<file path="config.mk">
export PLATFORM = sky130hd
export DESIGN_NAME = vizTop
export DESIGN_NICKNAME = d
export VERILOG_FILES = /design/src/logic/vizPkg.sv /design/src/logic/bandPowerTracker.sv /design/src/logic/gridLocator.sv /design/src/logic/barShader.sv /design/src/logic/layerMerger.sv /design/src/logic/pixelCreditQueue.sv /design/src/logic/vizTop.sv
export SDC_FILE = /design/constraint.sdc
export NUM_CORES = 1
export LEC_CHECK = 0
export ABC_AREA = 1
export BUFFER_PORTS_ARGS = -buffer_cell sky130_fd_sc_hd__buf_2
export CORE_AREA = 2 2 281 283
export CTS_CLUSTER_DIAMETER = 200
export DETAILED_ROUTE_END_ITERATION = 10
export DIE_AREA = 0 0 283 285
export PLACE_DENSITY = 0.58
export SETUP_SLACK_MARGIN = 0.02
export SLEW_MARGIN = 20
export SYNTH_ARGS = -nofsm -noshare
export SYNTH_HDL_FRONTEND = slang
export SYNTH_HIERARCHICAL = 1
export SYNTH_SLANG_ARGS = --single-unit
</file>
<file path="constraint.sdc">
create_clock -name clk -period 4.1 [get_ports clk]
set_clock_uncertainty 0.2 [all_clocks]
set_input_delay 0.205 -clock clk [delete_from_list [all_inputs] [get_ports clk]]
set_output_delay 0.205 -clock clk [all_outputs]
set_load 0.05 [all_outputs]
</file>
<file path="src/logic/vizPkg.sv">
package vizPkg;

	// grid geometry on the 640x480 screen
	localparam int NUM_BANDS = 6;
	localparam int NUM_ROWS = 6;
	localparam int GRID_X0 = 10;
	localparam int GRID_Y0 = 10;
	localparam int COL_PITCH = 105;
	localparam int COL_WIDTH = 95;
	localparam int ROW_PITCH = 79;
	localparam int ROW_HEIGHT = 69;

	// band power to level mapping
	localparam int LEVEL_SHIFT = 8;
	localparam int DECAY_SHIFT = 4;
	// |sample| >> 5 peaks at 1024
	localparam int POWER_W = 11;

	// queue and credit sizing
	localparam int QUEUE_DEPTH = 8;
	localparam int OUT_CREDITS = 4;
	localparam int PTR_W = $clog2(QUEUE_DEPTH);
	localparam int COUNT_W = $clog2(QUEUE_DEPTH + 1);
	localparam int CREDIT_W = $clog2(OUT_CREDITS + 1);

	typedef struct packed {
		logic [7:0] r;
		logic [7:0] g;
		logic [7:0] b;
	} rgbT;

	// index 0 is the top row, red at the top and green at the bottom
	localparam rgbT [NUM_ROWS-1:0] ROW_COLOUR = {
		24'h00C000, 24'h00C000,
		24'hE0E000, 24'hE0E000,
		24'hF00000, 24'hF00000
	};
	localparam rgbT PEAK_COLOUR = 24'hFFFFFF;
	localparam rgbT UNLIT_COLOUR = 24'h202020;
	localparam rgbT BG_COLOUR = 24'h000000;

	typedef struct packed {
		logic [9:0] x;
		logic [8:0] y;
	} pixCoordT;

	typedef struct packed {
		logic [2:0] band;
		logic signed [15:0] sample;
	} bandSampleT;

	typedef struct packed {
		logic [2:0] level;
		logic [2:0] peak;
	} bandStateT;

	typedef struct packed {
		pixCoordT coord;
		logic [2:0] col;
		logic [2:0] row;
		logic inBlock;
	} gridHitT;

	typedef struct packed {
		pixCoordT coord;
		logic inBlock;
		logic lit;
		logic peakMark;
		logic [2:0] row;
	} shadeT;

	typedef struct packed {
		pixCoordT coord;
		rgbT colour;
	} pixOutT;

endpackage

</file>
<file path="src/logic/bandPowerTracker.sv">
`timescale 1ns/10ps

module bandPowerTracker (
	input  logic clk,
	input  logic rstN,
	input  vizPkg::bandSampleT bandIn,
	input  logic bandValid,
	input  logic frameTick,
	output vizPkg::bandStateT [vizPkg::NUM_BANDS-1:0] bandState
);
	import vizPkg::*;

	logic [POWER_W-1:0] power [NUM_BANDS];
	logic [16:0] sampleExt;
	logic [16:0] absSample;
	logic [POWER_W-1:0] mag;
	logic [POWER_W-1:0] curPower;
	logic [POWER_W-1:0] newPower;
	logic [POWER_W-1:0] levelRaw;
	logic [2:0] newLevel;
	logic [NUM_BANDS-1:0] upd;
	logic [2:0] lvlNext [NUM_BANDS];

	always_comb begin
		// 17 bits so that -32768 rectifies cleanly
		sampleExt = {bandIn.sample[15], bandIn.sample};
		absSample = sampleExt[16] ? -sampleExt : sampleExt;
		mag = POWER_W'(absSample >> 5);
		curPower = power[bandIn.band];
		// attack instantly, decay by a fraction of itself
		if (mag >= curPower)
			newPower = mag;
		else
			newPower = curPower - (curPower >> DECAY_SHIFT);
		levelRaw = newPower >> LEVEL_SHIFT;
		newLevel = (levelRaw > POWER_W'(NUM_ROWS)) ? 3'(NUM_ROWS) : 3'(levelRaw);
		for (int b = 0; b < NUM_BANDS; b++) begin
			upd[b] = bandValid && (bandIn.band == 3'(b));
			lvlNext[b] = upd[b] ? newLevel : bandState[b].level;
		end
	end

	always_ff @(posedge clk or negedge rstN) begin
		if (!rstN) begin
			for (int b = 0; b < NUM_BANDS; b++) begin
				power[b] <= '0;
				bandState[b] <= '0;
			end
		end else begin
			for (int b = 0; b < NUM_BANDS; b++) begin
				if (upd[b])
					power[b] <= newPower;
				bandState[b].level <= lvlNext[b];
				// frame tick drops the peak marker to the level being written
				if (frameTick)
					bandState[b].peak <= lvlNext[b];
				else if (lvlNext[b] > bandState[b].peak)
					bandState[b].peak <= lvlNext[b];
			end
		end
	end

endmodule

</file>
<file path="src/logic/gridLocator.sv">
`timescale 1ns/10ps

module gridLocator (
	input  logic clk,
	input  logic rstN,
	input  vizPkg::pixCoordT pixIn,
	input  logic pixValid,
	output vizPkg::gridHitT hit,
	output logic hitValid
);
	import vizPkg::*;

	// returns {index, inside}; index counts pitch boundaries passed
	function automatic logic [3:0] locate(input logic [9:0] rel, input int pitch,
			input int size, input int count);
		logic [2:0] idx;
		logic [9:0] offs;
		idx = '0;
		for (int k = 1; k < count; k++) begin
			if (rel >= 10'(k * pitch))
				idx = 3'(k);
		end
		offs = rel - 10'(int'(idx) * pitch);
		return {idx, (offs < 10'(size)) && (rel < 10'(count * pitch))};
	endfunction

	logic [9:0] relX;
	logic [9:0] relY;
	logic [3:0] colHit;
	logic [3:0] rowHit;
	logic pastOrigin;

	always_comb begin
		relX = pixIn.x - 10'(GRID_X0);
		relY = {1'b0, pixIn.y} - 10'(GRID_Y0);
		// left and top margins would wrap around
		pastOrigin = (pixIn.x >= 10'(GRID_X0)) && (pixIn.y >= 9'(GRID_Y0));
		colHit = locate(relX, COL_PITCH, COL_WIDTH, NUM_BANDS);
		rowHit = locate(relY, ROW_PITCH, ROW_HEIGHT, NUM_ROWS);
	end

	always_ff @(posedge clk or negedge rstN) begin
		if (!rstN)
			hitValid <= 1'b0;
		else
			hitValid <= pixValid;
	end

	always_ff @(posedge clk) begin
		if (pixValid) begin
			hit.coord <= pixIn;
			hit.col <= colHit[3:1];
			hit.row <= rowHit[3:1];
			hit.inBlock <= pastOrigin && colHit[0] && rowHit[0];
		end
	end

endmodule

</file>
<file path="src/logic/barShader.sv">
`timescale 1ns/10ps

module barShader (
	input  logic clk,
	input  logic rstN,
	input  vizPkg::gridHitT hit,
	input  logic hitValid,
	input  vizPkg::bandStateT [vizPkg::NUM_BANDS-1:0] bandState,
	output vizPkg::shadeT shade,
	output logic shadeValid
);
	import vizPkg::*;

	bandStateT band;
	logic [2:0] height;
	logic isLit;
	logic isPeak;

	always_comb begin
		band = bandState[hit.col];
		// rows count from the top, bars grow from the bottom
		height = 3'(NUM_ROWS - 1) - hit.row;
		isLit = hit.inBlock && (height < band.level);
		isPeak = hit.inBlock && (band.peak != '0) && (height == band.peak - 3'd1);
	end

	always_ff @(posedge clk or negedge rstN) begin
		if (!rstN)
			shadeValid <= 1'b0;
		else
			shadeValid <= hitValid;
	end

	always_ff @(posedge clk) begin
		if (hitValid) begin
			shade.coord <= hit.coord;
			shade.inBlock <= hit.inBlock;
			shade.lit <= isLit;
			shade.peakMark <= isPeak;
			shade.row <= hit.row;
		end
	end

endmodule

</file>
<file path="src/logic/layerMerger.sv">
`timescale 1ns/10ps

module layerMerger (
	input  logic clk,
	input  logic rstN,
	input  vizPkg::shadeT shade,
	input  logic shadeValid,
	output vizPkg::pixOutT pixel,
	output logic pixelValid
);
	import vizPkg::*;

	// bit 0 is the top layer, background always present
	logic [3:0] layer;
	logic [3:0] layerOH;
	rgbT colour;

	always_comb begin
		layer = {1'b1, shade.inBlock, shade.lit, shade.peakMark};
		// keep only the lowest set bit
		layerOH = layer & (~layer + 4'd1);
		case (layerOH)
			4'b0001: colour = PEAK_COLOUR;
			4'b0010: colour = ROW_COLOUR[shade.row];
			4'b0100: colour = UNLIT_COLOUR;
			default: colour = BG_COLOUR;
		endcase
	end

	always_ff @(posedge clk or negedge rstN) begin
		if (!rstN)
			pixelValid <= 1'b0;
		else
			pixelValid <= shadeValid;
	end

	always_ff @(posedge clk) begin
		if (shadeValid) begin
			pixel.coord <= shade.coord;
			pixel.colour <= colour;
		end
	end

endmodule

</file>
<file path="src/logic/pixelCreditQueue.sv">
`timescale 1ns/10ps

module pixelCreditQueue (
	input  logic clk,
	input  logic rstN,
	input  vizPkg::pixOutT pixel,
	input  logic pixelValid,
	output vizPkg::pixOutT pixOut,
	output logic outValid,
	input  logic outCreditReturn,
	output logic pixCredit
);
	import vizPkg::*;

	pixOutT mem [QUEUE_DEPTH];
	logic [PTR_W-1:0] wrPtr;
	logic [PTR_W-1:0] rdPtr;
	logic [COUNT_W-1:0] count;
	logic [CREDIT_W-1:0] outCredit;
	logic empty;
	logic push;
	logic popMem;

	always_comb begin
		empty = (count == '0);
		// empty queue passes the arriving pixel straight through
		outValid = (!empty || pixelValid) && (outCredit != '0);
		pixOut = empty ? pixel : mem[rdPtr];
		popMem = outValid && !empty;
		push = pixelValid && !(empty && outValid);
	end

	always_ff @(posedge clk or negedge rstN) begin
		if (!rstN) begin
			wrPtr <= '0;
			rdPtr <= '0;
			count <= '0;
			outCredit <= CREDIT_W'(OUT_CREDITS);
			pixCredit <= 1'b0;
		end else begin
			wrPtr <= wrPtr + PTR_W'(push);
			rdPtr <= rdPtr + PTR_W'(popMem);
			count <= count + COUNT_W'(push) - COUNT_W'(popMem);
			// send and return may land in the same cycle
			outCredit <= outCredit - CREDIT_W'(outValid) + CREDIT_W'(outCreditReturn);
			// one source credit back for every pixel that leaves
			pixCredit <= outValid;
		end
	end

	always_ff @(posedge clk) begin
		if (push)
			mem[wrPtr] <= pixel;
	end

endmodule

</file>
<file path="src/logic/vizTop.sv">
`timescale 1ns/10ps

module vizTop (
	input  logic clk,
	input  logic rstN,
	input  vizPkg::bandSampleT bandIn,
	input  logic bandValid,
	input  logic frameTick,
	input  vizPkg::pixCoordT pixIn,
	input  logic pixValid,
	output logic pixCredit,
	output vizPkg::pixOutT pixOut,
	output logic outValid,
	input  logic outCreditReturn
);
	import vizPkg::*;

	bandStateT [NUM_BANDS-1:0] bandState;
	gridHitT hit;
	logic hitValid;
	shadeT shade;
	logic shadeValid;
	pixOutT pixel;
	logic pixelValid;

	bandPowerTracker tracker (
		.clk(clk),
		.rstN(rstN),
		.bandIn(bandIn),
		.bandValid(bandValid),
		.frameTick(frameTick),
		.bandState(bandState)
	);

	// three-stage pixel pipeline
	gridLocator locator (
		.clk(clk),
		.rstN(rstN),
		.pixIn(pixIn),
		.pixValid(pixValid),
		.hit(hit),
		.hitValid(hitValid)
	);

	barShader shader (
		.clk(clk),
		.rstN(rstN),
		.hit(hit),
		.hitValid(hitValid),
		.bandState(bandState),
		.shade(shade),
		.shadeValid(shadeValid)
	);

	layerMerger merger (
		.clk(clk),
		.rstN(rstN),
		.shade(shade),
		.shadeValid(shadeValid),
		.pixel(pixel),
		.pixelValid(pixelValid)
	);

	pixelCreditQueue queue (
		.clk(clk),
		.rstN(rstN),
		.pixel(pixel),
		.pixelValid(pixelValid),
		.pixOut(pixOut),
		.outValid(outValid),
		.outCreditReturn(outCreditReturn),
		.pixCredit(pixCredit)
	);

endmodule

</file>
==> run summary, run 1 <==
RSZ-0062 raised after global routing: yes
Ports: 89
MaxCap Viol Count: 0
Worst-skew pair later-pin latency: 0.64 ns
WP buf/inv: 4
WL/cell: 15.3 µm
Worst setup path class: primary input to register
Post-DP Area: 29800 µm²
Peak Freq: 250 MHz
Fin area: 32500 µm²
FP Rows: 103
Final Critical Period: 4.01 ns
R2R setup slack: 0.27 ns
Post-Route WL: 65100 µm
CTS Buf Count: 59
H-tree depth: 2
Final Hold Slack: 0.0191 ns
Peak VDD IR: 0.000478 V
Fin util: 41.7%
Synth Instances: 2884
Initial Util: 34.5%
Die area: 80700 µm²
Post-synthesis area per instance: 9.34 µm²
Final nets: 3303
Crit path max-delay cell type: dlygate4sd3_1
Multi-input logic area: 9580 µm²
Worst Hold Class: primary input to register
Total of warnings raised by yosys: 6
CP Launch Type: primary input
Fillers: 7570
Clock Tree Buf Depth: 3
Setup violations, final: 0
Most used cell, CP: nand2_1
Synthesized area: 26900 µm²
First-pass GRT wire length: 102000 µm
Residual DRC count: 0
Fin crit share: 97.7%
Measured slew at the worst slew-check pin: 1.12 ns
Leakage: 14.7 nW
Setup ws final: 0.0944 ns
Drt initial violations: 1124
Placeable Area: 78000 µm²
Pins Over Slew Limit: 0
Root buffer cell: clkbuf_16
Number of vias per cell: 4.61
Die W: 283 µm
Gr ovfl total: 0
Routed Antenna Nets: 0
CTS tree: yes
Pin count of the biggest net entering global routing: 120
Top delay family on crit path: simple AND/OR/NAND/NOR gates
Delay of the slowest critical-path stage: 0.56 ns
Via Count: 19.6k
N_diodes: 0
Register area: 15600 µm²
Layout cells sized above 1: 18.0%
Setup TNS: 0 ns
Worst path required time: 4.38 ns
Pwr dens: 705 nW/µm²
DRT Pass-1 Iters: 5
Mapped Nets: 3026
Critical Path End Type: register
Clock tree sinks: 539
Tot GR Track Use: 15.8%
CTS clk-pin slew, worst paths: 0.06 ns
Die span in y: 285 µm
Status: completed
Number of global-route vias before repair: 18.7k
Port Buffers: 88
Crit path DAT: 4.29 ns
Place WS: -0.563 ns
Detailed placement HPWL: 40200 µm
Placer congestion estimate: 0.818
Fin. Hold Viols: 0
Slew HR: 25.1%
Area delta synth->final: 20.8%
CP Max Fanout: 6
Initial antenna violation count: 3
-- worst paths after layout --
| check | startpoint | end | cells past startpoint |
|---|---|---|---|
| worst max-delay path | pixIn[12] | locator/hit[0]$_DFFE_PP_ | 27 |
| worst max register to register | tracker/power[60]$_DFFE_PN0P_ | tracker/bandState[30]$_DFFE_PN0P_ | 26 |
| worst min register to register | shader/shade[8]$_DFFE_PP_ | merger/pixel[26]$_DFFE_PP_ | 0 |
| worst min-delay path | bandIn[15] | tracker/power[62]$_DFFE_PN0P_ | 5 |
| min in group asynchronous | rstN | queue/count[2]$_DFF_PN0_ | 3 |
| max in group asynchronous | rstN | tracker/bandState[30]$_DFFE_PN0P_ | 4 |
-- layout make-up --
class                           instances  area share (%)
Clock buffer                           87            5.14
Clock inverter                         19           0.538
Inverter                              450            5.22
Multi-Input combinational cell       1784            29.4
Sequential cell                       539            47.9
Tap cell                             1050            4.04
Timing Repair Buffer                  327            7.67
-- flip-flops by register name (all words and copies together) (netlist names), 3 cells and up --
signal and count:
tracker/power 66, shader/shade 24, merger/pixel 26, queue/outCredit 3, queue/wrPtr 3, queue/count 4, tracker/bandState 36, locator/hit 26
queue/mem 344, queue/rdPtr 3
-- routing by layer --
layer	vias to the layer above	share of wire, %	GRT usage (%)
met5	-	0	0
met4	0	2.6	4.61
met3	101	4.3	2.00
met2	396	48	26.6
met1	9225	45	21.5
li1	9891	-	-
-- cell usage in the layout (no fill, tap or decap), types with 58 or more instances in the layout --
master,n
ha_1,77
buf_2,83
clkbuf_16,61
nand3_1,323
o21ai_0,95
nand2_2,58
edfxtp_1,420
nand2_1,888
inv_1,418
buf_4,196
nor2_1,74
dfrtp_1,115
-- power breakdown --
part	internal (mW)	switching, mW	total, mW
Clock	2.89	2.14	5.03
Combinational	3.33	6.85	10.2
Sequential	7.11	0.636	7.75
Total	13.3	9.63	23.0
-- metrics by stage --
stage                     cells  power (mW)
after floorplan            2884        14.6
after global placement     4109        17.7
after detailed placement   4109        17.8
after CTS                  4245        22.9
after global routing       4256        24.6
final                      4256        23.0
-- worst register-to-register path, stage by stage, from the launching register on --
cell      delay (ns)
dfrtp_1         0.38
a22oi_1         0.19
o221ai_1        0.17
nand2_1         0.08
o21ai_0         0.12
buf_4           0.18
ha_1            0.31
nand2_1         0.10
inv_1           0.04
nand2_1         0.06
nand3_1         0.10
nand2_1         0.10
inv_1           0.06
nor2_1          0.13
nand3_1         0.13
nand3_4         0.12
nand2_8         0.10
buf_6           0.14
nand2_4         0.06
nand2_2         0.07
ha_4            0.28
nand2_1         0.06
o21ai_1         0.14
nand2_1         0.11
buf_4           0.14
nand3_1         0.05
nand2_1         0.06
-- timing repair --
item	CTS	global route
hold buffers	30	1
endpoints found under the setup margin	0	19
gates resized for setup	0	121
buffers inserted	0	11
endpoints found under the hold margin	124	1
Note: power is estimated with default switching activity, not from simulation.
==> inputs of run 2 (changes only) <==
ABC_AREA = unset   (was 1)
CORE_AREA = 2 2 276 278   (was 2 2 281 283)
DIE_AREA = 0 0 278 280   (was 0 0 283 285)
==> run summary, run 2 <==
Crit path DAT: 4.78 ns (+0.49 ns)
Fin crit share: 109% (+12 points)
FP Rows: 101 (-1.9%)
Initial antenna violation count: 1 (-2)
Fin area: 32700 µm² (+0.53%)
Critical Path End Type: register
Violated checks: setup timing
Synth Instances: 1939 (-33%)
Final Critical Period: 4.48 ns (+0.477 ns)
Setup ws final: -0.383 ns (-0.477 ns)
Slew HR: 33.6% (+8.5 points)
Peak Freq: 223 MHz (-11%)
CP Max Fanout: 6 (unchanged)
Fin. Hold Viols: 0 (unchanged)
Mapped Nets: 2081 (-31%)
Initial Util: 34.5% (about the same)
Setup violations, final: 19 (+19)
Reg-to-Reg Start: tracker/power[23]$_DFFE_PN0P_
Critical path, cell by cell: mux4_2 -> a21oi_4 -> inv_2 -> ha_4 -> nor2b_4 -> o31a_1 -> o211ai_1 -> nand3_2 -> xnor2_2 -> mux2i_4 -> buf_12 -> buf_12 -> o21ai_4 -> ha_4 -> nor2b_4 -> o21ai_2 -> nand2b_1 -> a21oi_4 -> mux2_4
Pin count of the biggest net entering global routing: 145 (+21%)
Routed Antenna Nets: 0 (unchanged)
Most common cell after layout, fill and taps aside: edfxtp_1
Post-DP Area: 29300 µm² (-1.7%)
Worst setup path class: register to register
WP buf/inv: 3 (-1)
Placer congestion estimate: 0.842 (+3.0%)
Tot GR Track Use: 15.8% (about the same)
Net switching power: 9.85 mW (+2.3%)
Drt initial violations: 867 (-23%)
Gr ovfl total: 0 (unchanged)
Residual DRC count: 0 (unchanged)
MaxCap Viol Count: 0 (unchanged)
Place WS: -1.18 ns (-0.615 ns)
Pins Over Slew Limit: 0 (unchanged)
Delay of the slowest critical-path stage: 0.50 ns (-0.06 ns)
Leakage: 12.6 nW (-14%)
Most flops, register: queue/mem
Ports: 89 (unchanged)
Comb pwr share: 50.3% (+6.0 points)
Max FFs per register: 344 (unchanged)
CP Launch Type: register
CP startpoint: tracker/power[23]$_DFFE_PN0P_
Pwr dens: 765 nW/µm² (+8.4%)
Final Power: 25.0 mW (+9.0%)
RSZ-0062 raised after global routing: yes
Post-synthesis area per instance: 13.4 µm² (+43%)
Commonest non-fill, non-tap cells in the layout: edfxtp_1, buf_4, nand2_1
Share of power burned in registers: 31.3% (-2.4 points)
Layout cells sized above 1: 35.0% (+17 points)
CTS clk-pin slew, worst paths: 0.06 ns (about the same)
Clock Power Share: 18.5% (-3.4 points)
Total of warnings raised by yosys: 6 (unchanged)
Area delta synth->final: 26.1%
H-tree depth: 2 (unchanged)
Final nets: 2456 (-26%)
First-pass GRT wire length: 97400 µm (-4.9%)
DRT Pass-1 Iters: 5 (unchanged)
Peak VDD IR: 0.000433 V (-9.2%)
Number of global-route vias before repair: 17.8k (-4.8%)
Root buffer cell: clkbuf_16
Number of vias per cell: 5.07 (+10%)
Post-Route WL: 62100 µm (-4.5%)
Clock tree sinks: 539 (unchanged)
Port Buffers: 88 (unchanged)
Die W: 278 µm (-1.8%)
Die span in y: 280 µm (-1.8%)
Top flop regs: queue/mem x344, tracker/power x66, tracker/bandState x36
Die area: 77800 µm² (-3.5%)
Sw Share: 39.4% (-2.6 points)
Synthesized area: 26000 µm² (-3.6%)
Via Count: 16.9k (-14%)
Placeable Area: 75200 µm² (-3.6%)
Top delay family on crit path: compound AO/OA/AOI/OAI gates
Detailed placement HPWL: 39300 µm (-2.2%)
CTS tree: yes
Worst-skew pair later-pin latency: 0.60 ns (-0.04 ns)
Status: complete, but fails checks
Measured slew at the worst slew-check pin: 0.996 ns (-0.126 ns)
Setup TNS: -5.98 ns (-5.98 ns)
WL/cell: 18.6 µm (+22%)
Clock Tree Buf Depth: 3 (unchanged)
Fillers: 6768 (-11%)
N_diodes: 0 (unchanged)
Worst path required time: 4.39 ns (about the same)
CTS Buf Count: 55 (-6.8%)
Worst Hold Class: primary input to asynchronous set/reset pin
Crit path max-delay cell type: mux4_2
Fin util: 43.5% (+1.8 points)
Pint: 15.2 mW (+14%)
run 2: per-stage QoR:
step / std cells / hold slack, ns
CTS: 3313 / 0.0223
global route: 3337 / 0.105
floorplan: 1939 / -0.291
global placement: 3155 / 0.163
detailed placement: 3155 / 0.170
finish: 3337 / 0.0476
run 2: worst reg2reg max path: cells and delay by family, from the launching register on:
kind	cells	cell delay [ns]
AOI/OAI and AO/OA	6	1.33
muxes	3	0.93
adders and majority gates	2	0.47
buffers and inverters	3	0.36
and+or+nand+nor	4	0.50
xor gates and xnor gates	1	0.21
DFF	1	0.37
run 2: cell type report:
class | instances | area, µm² | area share, %
flip-flops and latches | 539 | 15600 | 47.7
repair buffers | 428 | 3300 | 10.1
clock buffers | 75 | 1470 | 4.50
clock inverters | 27 | 189 | 0.578
inverters | 84 | 323 | 0.987
well taps | 978 | 1220 | 3.74
multi-input cells | 1206 | 10600 | 32.4
run 2: timing repair:
item	CTS	global route
pin swaps	46	51
setup buffers	32	25
endpoints found under the hold margin	119	0
endpoints found under the setup margin	19	19
gates cloned	1	0
hold buffers	24	0
gates resized for setup	105	71
run 2: worst paths after layout:
check                                                         to  slack (ns)  cells past startpoint
max in group asynchronous              queue/pixCredit$_DFF_PN0_        2.72                      3
worst min-delay path               tracker/power[28]$_DFFE_PN0P_        0.05                      2
worst max-delay path            tracker/bandState[8]$_DFFE_PN0P_       -0.38                     19
worst min register to register         shader/shade[6]$_DFFE_PP_        0.22                      0
min in group clk                 tracker/bandState[34]$_DFF_PN0_        0.09                      4
worst max register to register  tracker/bandState[8]$_DFFE_PN0P_       -0.38                     19
run 2: power by group through the flow:
stage,combinational (mW),sequential (mW),clock [mW]
after floorplan,7.66,7.66,0
after global placement,10.5,7.84,0
after detailed placement,10.7,7.92,0
after CTS,11.8,7.82,4.75
after global routing,13.6,7.95,4.95
final,12.6,7.82,4.62
run 2: layer usage:
| layer | up-vias | track usage, % | wire, µm |
|---|---|---|---|
| met5 | - | 0 | 0 |
| li1 | 8057 | - | - |
| met4 | 0 | 3.95 | 1200 |
| met2 | 296 | 28.9 | 32100 |
| met3 | 90 | 2.17 | 2200 |
| met1 | 8489 | 19.7 | 26600 |
